==> src/source/uniboard_defs.svh <==
`ifndef UNIBOARD_DEFS_SVH
`define UNIBOARD_DEFS_SVH

// clocks per serial bit
// 12 MHz / 12 gives 1 Mbaud on the host link
`define UB_BAUD_DIV 12

// framing characters of the host protocol
`define UB_START_BYTE 8'h01
`define UB_END_BYTE 8'h17

// prefix ahead of any payload byte that looks like a framing character
`define UB_ESC_BYTE 8'h1B

// header, register address, then up to four data bytes
`define UB_PAYLOAD_BYTES 6

// width of the peripheral select vector
`define UB_NUM_PERIPH 8

// 32-bit registers in each mapped peripheral
`define UB_REGS_PER_PERIPH 4

`endif
==> src/source/bus_pkg.sv <==
`include "uniboard_defs.svh"
`default_nettype none

package bus_pkg;

	// one register value
	// bus side moves it as a word, serial side as bytes, bytes[0] is the LSB
	typedef union packed {
		logic [31:0] word;
		logic [3:0][7:0] bytes;
	} data_word_u;

	// command as the decoder hands it over
	// header kept as the raw first payload byte
	typedef struct packed {
		logic [7:0] header;
		logic [7:0] addr;
		data_word_u data;
	} bus_cmd_t;

	// master to peripherals
	// rw is 0 for write, 1 for read
	typedef struct packed {
		logic [`UB_NUM_PERIPH-1:0] select;
		logic [7:0] addr;
		logic rw;
		logic [31:0] wdata;
	} bus_req_t;

	// peripherals to master, size in bytes
	typedef struct packed {
		logic [2:0] reg_size;
		logic [31:0] rdata;
	} bus_rsp_t;

endpackage

`default_nettype wire

==> src/source/link_pkg.sv <==
`default_nettype none

package link_pkg;

	// first payload byte of a frame
	typedef struct packed {
		logic rd;
		logic [6:0] id;
	} cmd_header_t;

	// everything the encoder needs for one reply frame
	typedef struct packed {
		cmd_header_t header;
		logic [7:0] addr;
		logic [2:0] reg_size;
		bus_pkg::data_word_u data;
	} reply_t;

endpackage

`default_nettype wire

==> src/source/uniboard_top.sv <==
`default_nettype none

module uniboard_top
	import bus_pkg::*;
	import link_pkg::*;
(
	input logic clk_12MHz,
	input logic reset,
	input logic uart_rx,
	output logic uart_tx
);

	logic [7:0] rx_byte;
	logic rx_valid;
	bus_cmd_t cmd;
	logic cmd_valid;
	logic cmd_ready;
	bus_req_t req;
	bus_rsp_t rsp;
	reply_t reply;
	logic reply_valid;
	logic reply_ready;
	logic [7:0] tx_byte;
	logic tx_valid;
	logic tx_ready;

	// host bytes in
	uart_rx u_uart_rx (.clk_12MHz(clk_12MHz), .reset(reset), .rx(uart_rx),
		.rx_byte(rx_byte), .rx_valid(rx_valid));

	frame_decoder u_frame_decoder (.clk_12MHz(clk_12MHz), .reset(reset),
		.rx_byte(rx_byte), .rx_valid(rx_valid),
		.cmd(cmd), .cmd_valid(cmd_valid), .cmd_ready(cmd_ready));

	// select sequencing and readback
	bus_master u_bus_master (.clk_12MHz(clk_12MHz), .reset(reset),
		.cmd(cmd), .cmd_valid(cmd_valid), .cmd_ready(cmd_ready),
		.req(req), .rsp(rsp),
		.reply(reply), .reply_valid(reply_valid), .reply_ready(reply_ready));

	peripheral_bank u_peripheral_bank (.clk_12MHz(clk_12MHz), .reset(reset),
		.req(req), .rsp(rsp));

	// reply frame back to the host
	frame_encoder u_frame_encoder (.clk_12MHz(clk_12MHz), .reset(reset),
		.reply(reply), .reply_valid(reply_valid), .reply_ready(reply_ready),
		.tx_byte(tx_byte), .tx_valid(tx_valid), .tx_ready(tx_ready));

	uart_tx u_uart_tx (.clk_12MHz(clk_12MHz), .reset(reset),
		.tx_byte(tx_byte), .tx_valid(tx_valid), .tx_ready(tx_ready), .tx(uart_tx));

endmodule

`default_nettype wire

==> src/source/peripheral_bank.sv <==
`include "uniboard_defs.svh"
`default_nettype none

module peripheral_bank
	import bus_pkg::*;
(
	input logic clk_12MHz,
	input logic reset,
	input bus_req_t req,
	output bus_rsp_t rsp
);

	// register peripherals sit on ids 1 and 2
	localparam int FIRST_ID = 1;
	localparam int NUM_MAPPED = 2;
	localparam int AW = $clog2(`UB_REGS_PER_PERIPH);

	logic [31:0] regs [NUM_MAPPED][`UB_REGS_PER_PERIPH];
	logic [NUM_MAPPED-1:0] sel;
	logic [NUM_MAPPED-1:0] sel_q;
	logic in_range;
	logic [AW-1:0] idx;

	assign sel = req.select[FIRST_ID +: NUM_MAPPED];
	assign in_range = (32'(req.addr) < `UB_REGS_PER_PERIPH);
	assign idx = req.addr[AW-1:0];

	// write on the rising edge of select
	always_ff @(posedge clk_12MHz)
	begin
		if (reset)
		begin
			sel_q <= '0;
			for (int p = 0; p < NUM_MAPPED; p++)
				for (int r = 0; r < `UB_REGS_PER_PERIPH; r++)
					regs[p][r] <= '0;
		end
		else
		begin
			sel_q <= sel;
			for (int p = 0; p < NUM_MAPPED; p++)
				if (sel[p] && !sel_q[p] && !req.rw && in_range)
					regs[p][idx] <= req.wdata;
		end
	end

	// anything unmapped answers like the dummy peripheral, size 0 and data 0
	always_comb
	begin
		rsp.reg_size = 3'd0;
		rsp.rdata = '0;
		for (int p = 0; p < NUM_MAPPED; p++)
			if (sel[p] && in_range)
			begin
				rsp.reg_size = 3'd4;
				rsp.rdata = regs[p][idx];
			end
	end

endmodule

`default_nettype wire

==> src/source/frame_encoder.sv <==
`include "uniboard_defs.svh"
`default_nettype none

module frame_encoder
	import link_pkg::*;
(
	input logic clk_12MHz,
	input logic reset,
	input reply_t reply,
	input logic reply_valid,
	output logic reply_ready,
	output logic [7:0] tx_byte,
	output logic tx_valid,
	input logic tx_ready
);

	typedef enum logic [1:0] {ST_IDLE, ST_SEND, ST_DRAIN} state_t;

	state_t state;
	reply_t reply_q;
	// frame position: start, header, address, data..., end
	logic [3:0] idx;
	logic [3:0] last_idx;
	logic [3:0] data_off;
	logic [2:0] size;
	logic esc_sent;
	logic [7:0] cur;
	logic framing;
	logic need_esc;
	logic slot_free;

	assign reply_ready = (state == ST_IDLE);
	assign slot_free = !tx_valid || tx_ready;
	// the data word has four bytes at most
	assign size = (reply_q.reg_size > 3'd4) ? 3'd4 : reply_q.reg_size;
	assign last_idx = 4'd3 + {1'b0, size};
	assign data_off = idx - 4'd3;
	// start and end bytes go out bare
	assign framing = (idx == 4'd0) || (idx == last_idx);
	assign need_esc = !framing && !esc_sent && ((cur == `UB_START_BYTE) ||
		(cur == `UB_END_BYTE) || (cur == `UB_ESC_BYTE));

	always_comb
	begin
		if (idx == 4'd0)
			cur = `UB_START_BYTE;
		else if (idx == 4'd1)
			cur = reply_q.header;
		else if (idx == 4'd2)
			cur = reply_q.addr;
		else if (idx == last_idx)
			cur = `UB_END_BYTE;
		else
			cur = reply_q.data.bytes[data_off[1:0]];
	end

	always_ff @(posedge clk_12MHz)
	begin
		if (reset)
		begin
			state <= ST_IDLE;
			idx <= '0;
			esc_sent <= 1'b0;
			tx_valid <= 1'b0;
		end
		else
		begin
			case (state)
				ST_IDLE:
				begin
					if (reply_valid)
					begin
						idx <= '0;
						esc_sent <= 1'b0;
						state <= ST_SEND;
					end
				end
				ST_SEND:
				begin
					// next byte once the last one is taken
					if (slot_free)
					begin
						tx_valid <= 1'b1;
						if (need_esc)
							esc_sent <= 1'b1;
						else
						begin
							esc_sent <= 1'b0;
							if (idx == last_idx)
								state <= ST_DRAIN;
							else
								idx <= idx + 1'b1;
						end
					end
				end
				default:
				begin
					// end byte taken, frame done
					if (tx_ready)
					begin
						tx_valid <= 1'b0;
						state <= ST_IDLE;
					end
				end
			endcase
		end
	end

	always_ff @(posedge clk_12MHz)
	begin
		if (state == ST_IDLE && reply_valid)
			reply_q <= reply;
		if (state == ST_SEND && slot_free)
			tx_byte <= need_esc ? `UB_ESC_BYTE : cur;
	end

	// transmitter may be busy for a full character
	assert property (@(posedge clk_12MHz) disable iff (reset)
		tx_valid && !tx_ready |=> tx_valid && $stable(tx_byte));

endmodule

`default_nettype wire

==> src/source/bus_master.sv <==
`include "uniboard_defs.svh"
`default_nettype none

module bus_master
	import bus_pkg::*;
	import link_pkg::*;
(
	input logic clk_12MHz,
	input logic reset,
	input bus_cmd_t cmd,
	input logic cmd_valid,
	output logic cmd_ready,
	output bus_req_t req,
	input bus_rsp_t rsp,
	output reply_t reply,
	output logic reply_valid,
	input logic reply_ready
);

	typedef enum logic [2:0] {ST_IDLE, ST_ADDR, ST_SETUP, ST_SEL, ST_HOLD, ST_REPLY} state_t;

	state_t state;
	// write pass still pending, read-back follows it
	logic writing;
	bus_cmd_t cmd_q;
	cmd_header_t cmd_hdr;
	cmd_header_t q_hdr;
	logic [`UB_NUM_PERIPH-1:0] sel_vec;
	logic [`UB_NUM_PERIPH-1:0] select_q;
	logic [7:0] addr_q;
	logic rw_q;
	logic [31:0] wdata_q;

	assign cmd_hdr = cmd.header;
	assign q_hdr = cmd_q.header;
	assign cmd_ready = (state == ST_IDLE);

	// ids past the select vector raise nothing
	always_comb
	begin
		sel_vec = '0;
		if (32'(q_hdr.id) < `UB_NUM_PERIPH)
			sel_vec = `UB_NUM_PERIPH'(1) << q_hdr.id;
	end

	always_comb
	begin
		req.select = select_q;
		req.addr = addr_q;
		req.rw = rw_q;
		req.wdata = wdata_q;
	end

	always_ff @(posedge clk_12MHz)
	begin
		if (reset)
		begin
			state <= ST_IDLE;
			writing <= 1'b0;
			select_q <= '0;
			reply_valid <= 1'b0;
		end
		else
		begin
			case (state)
				ST_IDLE:
				begin
					if (cmd_valid)
					begin
						writing <= !cmd_hdr.rd;
						state <= ST_ADDR;
					end
				end
				// address and rw go out this edge, one cycle ahead of select
				ST_ADDR:
					state <= ST_SETUP;
				ST_SETUP:
				begin
					select_q <= sel_vec;
					state <= ST_SEL;
				end
				ST_SEL:
					state <= ST_HOLD;
				ST_HOLD:
				begin
					// second select cycle, read data is settled
					select_q <= '0;
					if (writing)
					begin
						writing <= 1'b0;
						state <= ST_ADDR;
					end
					else
					begin
						reply_valid <= 1'b1;
						state <= ST_REPLY;
					end
				end
				default:
				begin
					if (reply_ready)
					begin
						reply_valid <= 1'b0;
						state <= ST_IDLE;
					end
				end
			endcase
		end
	end

	always_ff @(posedge clk_12MHz)
	begin
		if (state == ST_IDLE && cmd_valid)
			cmd_q <= cmd;
		if (state == ST_ADDR)
		begin
			addr_q <= cmd_q.addr;
			rw_q <= !writing;
			wdata_q <= cmd_q.data.word;
		end
		// capture on the read pass only
		if (state == ST_HOLD && !writing)
		begin
			reply.header <= q_hdr;
			reply.addr <= cmd_q.addr;
			reply.reg_size <= rsp.reg_size;
			reply.data.word <= rsp.rdata;
		end
	end

	// at most one peripheral, address and direction steady while selected
	assert property (@(posedge clk_12MHz) disable iff (reset)
		|req.select |-> $onehot(req.select) && $stable(req.addr) && $stable(req.rw));

endmodule

`default_nettype wire

==> src/source/frame_decoder.sv <==
`include "uniboard_defs.svh"
`default_nettype none

module frame_decoder
	import bus_pkg::*;
(
	input logic clk_12MHz,
	input logic reset,
	input logic [7:0] rx_byte,
	input logic rx_valid,
	output bus_cmd_t cmd,
	output logic cmd_valid,
	input logic cmd_ready
);

	typedef enum logic [1:0] {ST_IDLE, ST_FRAME, ST_ESC} state_t;

	state_t state;
	logic [7:0] payload [`UB_PAYLOAD_BYTES];
	logic [2:0] count;
	logic plain;
	logic store;
	logic frame_end;
	logic load;
	bus_cmd_t next_cmd;

	// not a framing character
	assign plain = (rx_byte != `UB_START_BYTE) && (rx_byte != `UB_END_BYTE) &&
		(rx_byte != `UB_ESC_BYTE);
	// escaped bytes are data whatever they are
	assign store = rx_valid && ((state == ST_ESC) || (state == ST_FRAME && plain));
	assign frame_end = rx_valid && (state == ST_FRAME) && (rx_byte == `UB_END_BYTE);
	// short frames dropped, and so is a frame finishing while a command waits
	assign load = frame_end && (count >= 3'd2) && (!cmd_valid || cmd_ready);

	// missing data bytes read as zero
	always_comb
	begin
		next_cmd.header = payload[0];
		next_cmd.addr = payload[1];
		for (int i = 0; i < `UB_PAYLOAD_BYTES - 2; i++)
			next_cmd.data.bytes[i] = (count > i + 2) ? payload[i + 2] : 8'h00;
	end

	always_ff @(posedge clk_12MHz)
	begin
		if (reset)
		begin
			state <= ST_IDLE;
			count <= '0;
			cmd_valid <= 1'b0;
		end
		else
		begin
			if (cmd_valid && cmd_ready)
				cmd_valid <= 1'b0;
			if (load)
				cmd_valid <= 1'b1;
			// bytes past the sixth are thrown away
			if (store && count < 3'(`UB_PAYLOAD_BYTES))
				count <= count + 1'b1;
			if (rx_valid)
			begin
				case (state)
					ST_IDLE:
					begin
						// anything but a start byte is noise here
						if (rx_byte == `UB_START_BYTE)
						begin
							state <= ST_FRAME;
							count <= '0;
						end
					end
					ST_FRAME:
					begin
						// unescaped start inside a frame begins a new one
						if (rx_byte == `UB_START_BYTE)
							count <= '0;
						else if (rx_byte == `UB_END_BYTE)
							state <= ST_IDLE;
						else if (rx_byte == `UB_ESC_BYTE)
							state <= ST_ESC;
					end
					default:
						state <= ST_FRAME;
				endcase
			end
		end
	end

	always_ff @(posedge clk_12MHz)
	begin
		if (store && count < 3'(`UB_PAYLOAD_BYTES))
			payload[count] <= rx_byte;
		if (load)
			cmd <= next_cmd;
	end

	// held command must not change under a stalled master
	assert property (@(posedge clk_12MHz) disable iff (reset)
		cmd_valid && !cmd_ready |=> cmd_valid && $stable(cmd));

endmodule

`default_nettype wire

==> src/source/uart_tx.sv <==
`include "uniboard_defs.svh"
`default_nettype none

module uart_tx
(
	input logic clk_12MHz,
	input logic reset,
	input logic [7:0] tx_byte,
	input logic tx_valid,
	output logic tx_ready,
	output logic tx
);

	// line image, bit 0 is on the wire
	// refills with ones so the line idles high
	logic [9:0] frame;
	logic busy;
	logic [$clog2(`UB_BAUD_DIV)-1:0] baud_cnt;
	logic [3:0] bit_cnt;

	assign tx = frame[0];
	assign tx_ready = !busy;

	always_ff @(posedge clk_12MHz)
	begin
		if (reset)
		begin
			frame <= '1;
			busy <= 1'b0;
			baud_cnt <= '0;
			bit_cnt <= '0;
		end
		else if (!busy)
		begin
			// stop, data, start
			if (tx_valid)
			begin
				frame <= {1'b1, tx_byte, 1'b0};
				busy <= 1'b1;
				baud_cnt <= '0;
				bit_cnt <= '0;
			end
		end
		else if (baud_cnt == `UB_BAUD_DIV - 1)
		begin
			baud_cnt <= '0;
			frame <= {1'b1, frame[9:1]};
			bit_cnt <= bit_cnt + 1'b1;
			// tenth bit time done, end of stop bit
			if (bit_cnt == 4'd9)
				busy <= 1'b0;
		end
		else
			baud_cnt <= baud_cnt + 1'b1;
	end

endmodule

`default_nettype wire

==> src/source/uart_rx.sv <==
`include "uniboard_defs.svh"
`default_nettype none

module uart_rx
(
	input logic clk_12MHz,
	input logic reset,
	input logic rx,
	output logic [7:0] rx_byte,
	output logic rx_valid
);

	typedef enum logic [1:0] {ST_IDLE, ST_START, ST_DATA, ST_STOP} state_t;

	state_t state;
	logic [$clog2(`UB_BAUD_DIV)-1:0] baud_cnt;
	logic [2:0] bit_cnt;
	logic [7:0] shift;
	// sample points within a bit
	logic half_bit;
	logic full_bit;

	assign half_bit = (baud_cnt == `UB_BAUD_DIV / 2 - 1);
	assign full_bit = (baud_cnt == `UB_BAUD_DIV - 1);
	// shifter stops moving once the last data bit is in
	assign rx_byte = shift;

	always_ff @(posedge clk_12MHz)
	begin
		if (reset)
		begin
			state <= ST_IDLE;
			baud_cnt <= '0;
			bit_cnt <= '0;
			rx_valid <= 1'b0;
		end
		else
		begin
			rx_valid <= 1'b0;
			baud_cnt <= baud_cnt + 1'b1;
			case (state)
				ST_IDLE:
				begin
					baud_cnt <= '0;
					// falling edge starts a character
					if (!rx)
						state <= ST_START;
				end
				ST_START:
				begin
					// line back high at mid start bit, just a glitch
					if (half_bit)
					begin
						baud_cnt <= '0;
						bit_cnt <= '0;
						state <= rx ? ST_IDLE : ST_DATA;
					end
				end
				ST_DATA:
				begin
					// counter now lands on the middle of each bit
					if (full_bit)
					begin
						baud_cnt <= '0;
						bit_cnt <= bit_cnt + 1'b1;
						if (bit_cnt == 3'd7)
							state <= ST_STOP;
					end
				end
				default:
				begin
					// bad stop bit drops the byte
					if (full_bit)
					begin
						rx_valid <= rx;
						state <= ST_IDLE;
					end
				end
			endcase
		end
	end

	// lsb first, so shift in from the top
	always_ff @(posedge clk_12MHz)
	begin
		if (state == ST_DATA && full_bit)
			shift <= {rx, shift[7:1]};
	end

endmodule

`default_nettype wire

==> config.mk <==
export PLATFORM = sky130hd
export DESIGN_NAME = uniboard_top
export DESIGN_NICKNAME = d
export VERILOG_FILES = /design/src/source/bus_pkg.sv /design/src/source/link_pkg.sv /design/src/source/uniboard_top.sv /design/src/source/peripheral_bank.sv /design/src/source/frame_encoder.sv /design/src/source/bus_master.sv /design/src/source/frame_decoder.sv /design/src/source/uart_tx.sv /design/src/source/uart_rx.sv
export VERILOG_INCLUDE_DIRS = /design/src /design/src/source
export SDC_FILE = /design/constraint.sdc
export NUM_CORES = 1
export LEC_CHECK = 0
export BUFFER_PORTS_ARGS = -buffer_cell sky130_fd_sc_hd__buf_2
export CAP_MARGIN = 20
export CORE_AREA = 2 2 188 264
export CTS_CLUSTER_DIAMETER = 60
export DETAILED_ROUTE_END_ITERATION = 8
export DIE_AREA = 0 0 190 266
export PLACE_DENSITY = 0.66
export SLEW_MARGIN = 10
export SYNTH_ARGS = -nofsm -noshare
export SYNTH_HDL_FRONTEND = slang
export SYNTH_SLANG_ARGS = --single-unit
==> constraint.sdc <==
create_clock -name clk_12MHz -period 6.8 [get_ports clk_12MHz]
set_input_delay 0.68 -clock clk_12MHz [delete_from_list [all_inputs] [get_ports clk_12MHz]]
set_output_delay 0.68 -clock clk_12MHz [all_outputs]
set_load 0.05 [all_outputs]
==> flow_summary_export.csv, run 1 <==
group,metric,value,unit
placement,port_buffers,3,
route,ant_nets,0,
setup_path,critPathKind,"flop to flop",
setup_path,cp-end-kind,"flop",
global_routing,grt_pass1_wl,69400,um
route,avgRoutedWirePerCell,21.1,um
sta,clock.fmax,268,MHz
die,die_h,266,um
run,maxCapViolCount,0,
clocking,clock-sinks,606,
logic_synthesis,ys.flop_type,"edfxtp_1",
setup_path,crit_required,7.00,ns
logic_synthesis,async_flop_share,0,
sta,worst_pin_slew,1.10,ns
route,vias_per_cell,5.48,
global_routing,grt_max_degree,70,
sta,post-route-period-util,0.549,
route,drc_errors,0,
sta,hold_viol,0,
clocking,cts_setup_buffers,0,
global_routing,grt_overflow,0,
logic_synthesis,syn_nets,1447,
die,rows,96,
sta,fin_setup_tns,0,ns
die,coreArea,48400,um^2
power,ir_worst_vdd,0.201,mV
clocking,cts_buffer_depth,3,
placement,gp_congestion,0.841,
power,leakage,8.87,nW
die,start_util,0.492,
die,fp.dieArea,50500,um^2
logic_synthesis,synthesis.area,23800,um^2
clocking,numCtsBuffers,55,
logic_synthesis,yosysTopAreaCellShare,0.699,
clocking,cts_resized,0,
logic_synthesis,yosys.area.top_type,"edfxtp_1",
worst_hold_path,hp-class,"primary input to flop",
die,boundaryPins,4,
clocking,cts_tree,"built",
sta,clock_skew,0.0245,ns
logic_synthesis,synth.area.top_cells,"edfxtp_1 (70%), and2_1 (7.4%), mux4_2 (6.7%)",
logic_synthesis,synth-edff-count,555,
final_layout,syn_to_final_growth,11.2,%
final_layout,layout_commonest_cell,"edfxtp_1",
setup_path,path_max_fanout,33,
route,num_vias,11659,
final_layout,nets,1464,
sta,fin_hold_ws,0.345,ns
sta,fin_crit,3.74,ns
final_layout,most-common-layout-cells,"edfxtp_1 (555), and2_1 (283), mux4_2 (71)",
clocking,clk_pin_slew,0.06,ns
final_layout,drive_gt1_frac,0.148,
placement,dp_hpwl,28300,um
sta,finalSetupViolCount,0,
clocking,h-tree-depth,2,
placement,placed_area,24700,um^2
route,dr.pass1.iters,5,
logic_synthesis,yosysUniqueCellTypes,63,
route,wirelength,44900,um
sta,relSlewSlack,0.265,
sta,rsz0062_at_grt,"no",
power,p_per_area,279,nW/um^2
clocking,cts_hold_buf,0,
setup_path,cp.arrival,3.93,ns
sta,slew_viol_final,0,
global_routing,grtUsageTotal,0.183,
die,die_x,190,um
final_layout,diodes,0,
setup_path,crit_path_start_kind,"flop",
logic_synthesis,yosysWarnings,0,
global_routing,antenna_found_initial,0,
clocking,clk_latency,0.59,ns
route,drtIter0Drc,752,
logic_synthesis,synth-seq-cells,606,
logic_synthesis,syn_area_per_cell,16.7,um^2
logic_synthesis,synth_cells,1426,
final_layout,fin_area,26500,um^2
outcome,status,"completed",
clocking,cts_root_buf,"clkbuf_16",
global_routing,grt_pass1_vias,11918,
logic_synthesis,ys_seq_area_frac,0.742,
[power by group]
| group | total, mW | internal [mW] | switching [mW] |
|---|---|---|---|
| clock | 3.04 | 1.73 | 1.31 |
| combinational | 0.185 | 0.0649 | 0.120 |
| sequential | 4.16 | 4.12 | 0.0389 |
| total | 7.39 | 5.92 | 1.47 |
[Yosys cell counts, types with 3 or more instances]
cell        n
or4_1       3
mux2i_1    10
xnor2_1     4
mux4_2     71
buf_1       7
or2_2      11
ha_1       18
nand3_1     9
o21a_1      4
o211ai_1    7
and3_1      6
o22ai_1     9
or3_1       3
nand2b_1    5
edfxtp_1  555
a211oi_1    3
a22oi_1     3
a21oi_1    30
o21ai_0    21
nor2b_1    19
nor4_1      5
nand2_1    38
clkbuf_1   62
and2_1    283
nand3b_1    3
a311oi_1    5
inv_1      28
a31oi_1     3
nor2_1     53
a22o_1     32
nor3_1     19
dfxtp_1    51
nor3b_1     8
[worst max-delay path, stage by stage (launching register included)]
cell and delay (ns):
edfxtp_1 0.36, or4_1 0.53, nor3_1 0.24, nand2_1 0.11
or4_1 0.68, nor3_4 0.20, buf_4 0.36, or2_2 0.82
[cells by family (layout without fill, tap and decap cells)]
| kind of cell | Yosys count | in the layout | synth area share |
|---|---|---|---|
| simple gates | 475 | 475 | 0.116 |
| buf+inv | 102 | 165 | 0.0166 |
| fa+ha+maj | 18 | 18 | 0.00945 |
| xor+xnor | 6 | 6 | 0.00220 |
| mux | 83 | 83 | 0.0729 |
| flops | 606 | 606 | 0.742 |
| compound gates | 136 | 136 | 0.0409 |
[flip-flops by register name (all words and copies together) (netlist names), 4 cells and up]
name                     flops
u_peripheral_bank.regs     256
u_frame_encoder.idx          4
u_uart_tx.baud_cnt           4
u_bus_master.reply          49
u_frame_encoder.tx_byte      8
u_frame_decoder.payload     48
u_uart_rx.rx_byte            8
u_uart_rx.baud_cnt           4
u_uart_tx.bit_cnt            4
u_bus_master.cmd_q          40
u_uart_tx.frame              9
u_bus_master.q_hdr           8
u_frame_decoder.cmd         48
u_bus_master.wdata_q        32
u_bus_master.addr_q          8
u_frame_encoder.reply_q     49
[through the flow]
step | utilization | setup slack (ns) | power (mW) | std cells
floorplan | - | 1.69 | 4.36 | 1426
finish | 0.548 | 3.06 | 7.39 | 2126
CTS | 0.547 | 3.01 | 7.45 | 2125
global placement | 0.510 | 3.02 | 4.42 | 2022
global route | 0.548 | 2.80 | 7.61 | 2126
detailed placement | 0.510 | 3.02 | 4.43 | 2022
[layer usage]
metal,vias to the layer above,routed length [um],GRT usage,part of all wire
li1,5409,-,-,-
met1,5884,17400,0.216,0.39
met2,259,23900,0.331,0.53
met3,107,1860,0.0300,0.042
met4,0,1730,0.0740,0.038
met5,-,0,0,0
[final cells by class]
cell class | instances | area [um^2]
fillers | 3753 | 21900
multi-input cells | 718 | 5880
clock buffers | 72 | 1480
well taps | 637 | 797
repair buffers | 33 | 238
clock inverters | 31 | 309
inverters | 29 | 109
flip-flops and latches | 606 | 17700
[path summary, 6_finish.rpt]
kind                            slack (ns)              startpoint                              to  cells after the start
worst min-delay path                  0.35                 uart_rx            u_uart_rx.rx_byte[7]                      1
worst max register to register        3.06  u_bus_master.addr_q[5]  u_peripheral_bank.regs[1][117]                      7
worst max-delay path                  3.06  u_bus_master.addr_q[5]  u_peripheral_bank.regs[1][117]                      7
worst min register to register        0.41  u_bus_master.reply[31]     u_frame_encoder.reply_q[31]                      0
(Power assumes the default switching activity.)
==> run 2, diff against run 1 <==
- PLACE_DENSITY: 0.66 -> 0.68
- clock period: 6.8 -> 3.3 ns (I/O delays scaled with it)
==> run 2 against run 1 <==
  * Count of clock-buffer cells in the layout rose by 1
  * Clock skew barely moved
  * Routed wire length rose by 6.4%
  * Maximum frequency rose by 24%
  * Register-to-register slack worse by 2.8 ns
  * Cell count is 0.52% higher
  * Clock power grew 94%
  * Core utilization rose by 0.42 points
  * Setup slack worse by 2.8 ns
  * Critical path type unchanged
  * Critical endpoint is now u_frame_encoder.idx[3]
  * Largest cell class unchanged
==> flow_summary_export.csv, run 2 (same netlist as run 1, synthesis figures left out) <==
group,metric,value,unit
placement,dp_slack,0.307,ns
die,boundaryPins,4,
placement,placed_area,25000,um^2
final_layout,syn_to_final_growth,12.1,%
sta,hold_viol,0,
sta,slew_viol_final,0,
final_layout,largest_register_ffs,256,
final_layout,drive_gt1_frac,0.151,
final_layout,diodes,0,
clocking,clk_latency,0.60,ns
die,start_util,0.492,
route,num_vias,11834,
setup_path,cp-end-kind,"flop",
final_layout,top_register,"u_peripheral_bank.regs",
sta,rsz0062_at_grt,"no",
global_routing,grtUsageTotal,0.195,
global_routing,grt_pass1_wl,73500,um
route,drtIter0Drc,820,
clocking,cts_tree,"built",
placement,gp_congestion,0.834,
clocking,cts_resized,0,
sta,fin_ws,0.279,ns
final_layout,fin_area,26700,um^2
sta,worst_pin_slew,0.929,ns
die,die_x,190,um
die,die_h,266,um
worst_hold_path,hp-class,"primary input to flop",
placement,post-place-cells,2037,
global_routing,antenna_found_initial,0,
power,p_per_area,557,nW/um^2
clocking,numCtsBuffers,56,
clocking,clk_pin_slew,0.07,ns
sta,post-route-period-util,0.916,
global_routing,grt_overflow,0,
route,dr.pass1.iters,5,
clocking,clock-sinks,606,
final_layout,top_regs,"u_peripheral_bank.regs: 256 flops, u_bus_master.reply: 49 flops, u_frame_encoder.reply_q: 49 flops",
route,vias_per_cell,5.54,
route,avgRoutedWirePerCell,22.3,um
sta,finalSetupViolCount,0,
power,ir_worst_vdd,0.412,mV
global_routing,grt_pass1_vias,12351,
power,leakage,8.94,nW
setup_path,cp.arrival,3.52,ns
die,coreArea,48400,um^2
placement,dp_hpwl,28300,um
route,drc_errors,0,
die,fp.dieArea,50500,um^2
route,wirelength,47700,um
die,rows,96,
setup_path,critPathKind,"flop to flop",
route,ant_nets,0,
clocking,h-tree-depth,2,
outcome,status,"completed",
global_routing,grt_max_degree,70,
placement,port_buffers,3,
power,total_power,14.9,mW
setup_path,crit_path_start_kind,"flop",
sta,fin_crit,3.02,ns
setup_path,crit_required,3.80,ns
sta,clock_skew,0.0243,ns
sta,clock.fmax,331,MHz
setup_path,path_max_fanout,9,
run,maxCapViolCount,0,
clocking,cts_root_buf,"clkbuf_16",
final_layout,layout_commonest_cell,"edfxtp_1",
sta,relSlewSlack,0.364,
final_layout,most-common-layout-cells,"edfxtp_1 (555), and2_1 (283), mux4_2 (71)",
clocking,cts_buffer_depth,3,
final_layout,nets,1480,
clocking,cts_setup_buffers,0,
final_layout,finalNonFillerCells,2137,
-- run 2: path summary, 6_finish.rpt --
kind / startpoint / to / slack [ns] / depth (start not counted)
worst max register to register: u_frame_encoder.idx[0] / u_frame_encoder.idx[3] / 0.28 / 11
worst max-delay path: u_frame_encoder.idx[0] / u_frame_encoder.idx[3] / 0.28 / 11
worst min register to register: u_frame_decoder.cmd[35] / u_bus_master.cmd_q[35] / 0.41 / 0
worst min-delay path: reset / u_uart_tx.frame[2] / 0.32 / 3
-- run 2: critical path, cell delays in order, from the launching register on --
cell and delay, ns:
dfxtp_1 0.34, inv_1 0.09, ha_1 0.33, nor2_1 0.12
a221oi_4 0.41, nor2b_1 0.11, o22a_1 0.26, or4b_4 0.54
a31oi_4 0.33, o21ai_2 0.12, nand3_1 0.11, mux2i_1 0.19
-- run 2: power breakdown --
part / internal, mW / leakage (nW) / switching [mW]
logic: 0.152 / 2.61 / 0.264
clock network: 3.22 / 0.804 / 2.68
registers: 8.49 / 5.53 / 0.0748
total: 11.9 / 8.94 / 3.02
-- run 2: what timing repair did --
action	in CTS	in global routing
hold buffers	1	0
endpoints found under the setup margin	0	0
hold endpoints to repair	1	0
-- run 2: stage by stage --
stage	util	hold slack, ns	setup TNS [ns]
CTS	0.552	0.301	0
global route	0.552	0.354	0
finish	0.552	0.320	0
detailed placement	0.517	0.405	0
floorplan	-	0.400	-190.86
global placement	0.517	0.401	0
-- run 2: cell type report --
| type | instances | area, um^2 |
|---|---|---|
| fill | 3732 | 21700 |
| clock inverter | 26 | 183 |
| sequential | 606 | 17700 |
| timing repair buffer | 48 | 556 |
| tap | 637 | 797 |
| inverter | 29 | 109 |
| clock buffer | 73 | 1480 |
| multi-input combinational | 718 | 5900 |
-- run 2: layer usage --
metal | up-vias | share of wire | global-route usage
met3 | 94 | 0.034 | 0.0219
met5 | - | 0 | 0
met4 | 0 | 0.032 | 0.0704
met2 | 255 | 0.55 | 0.364
met1 | 6044 | 0.38 | 0.232
li1 | 5441 | - | -
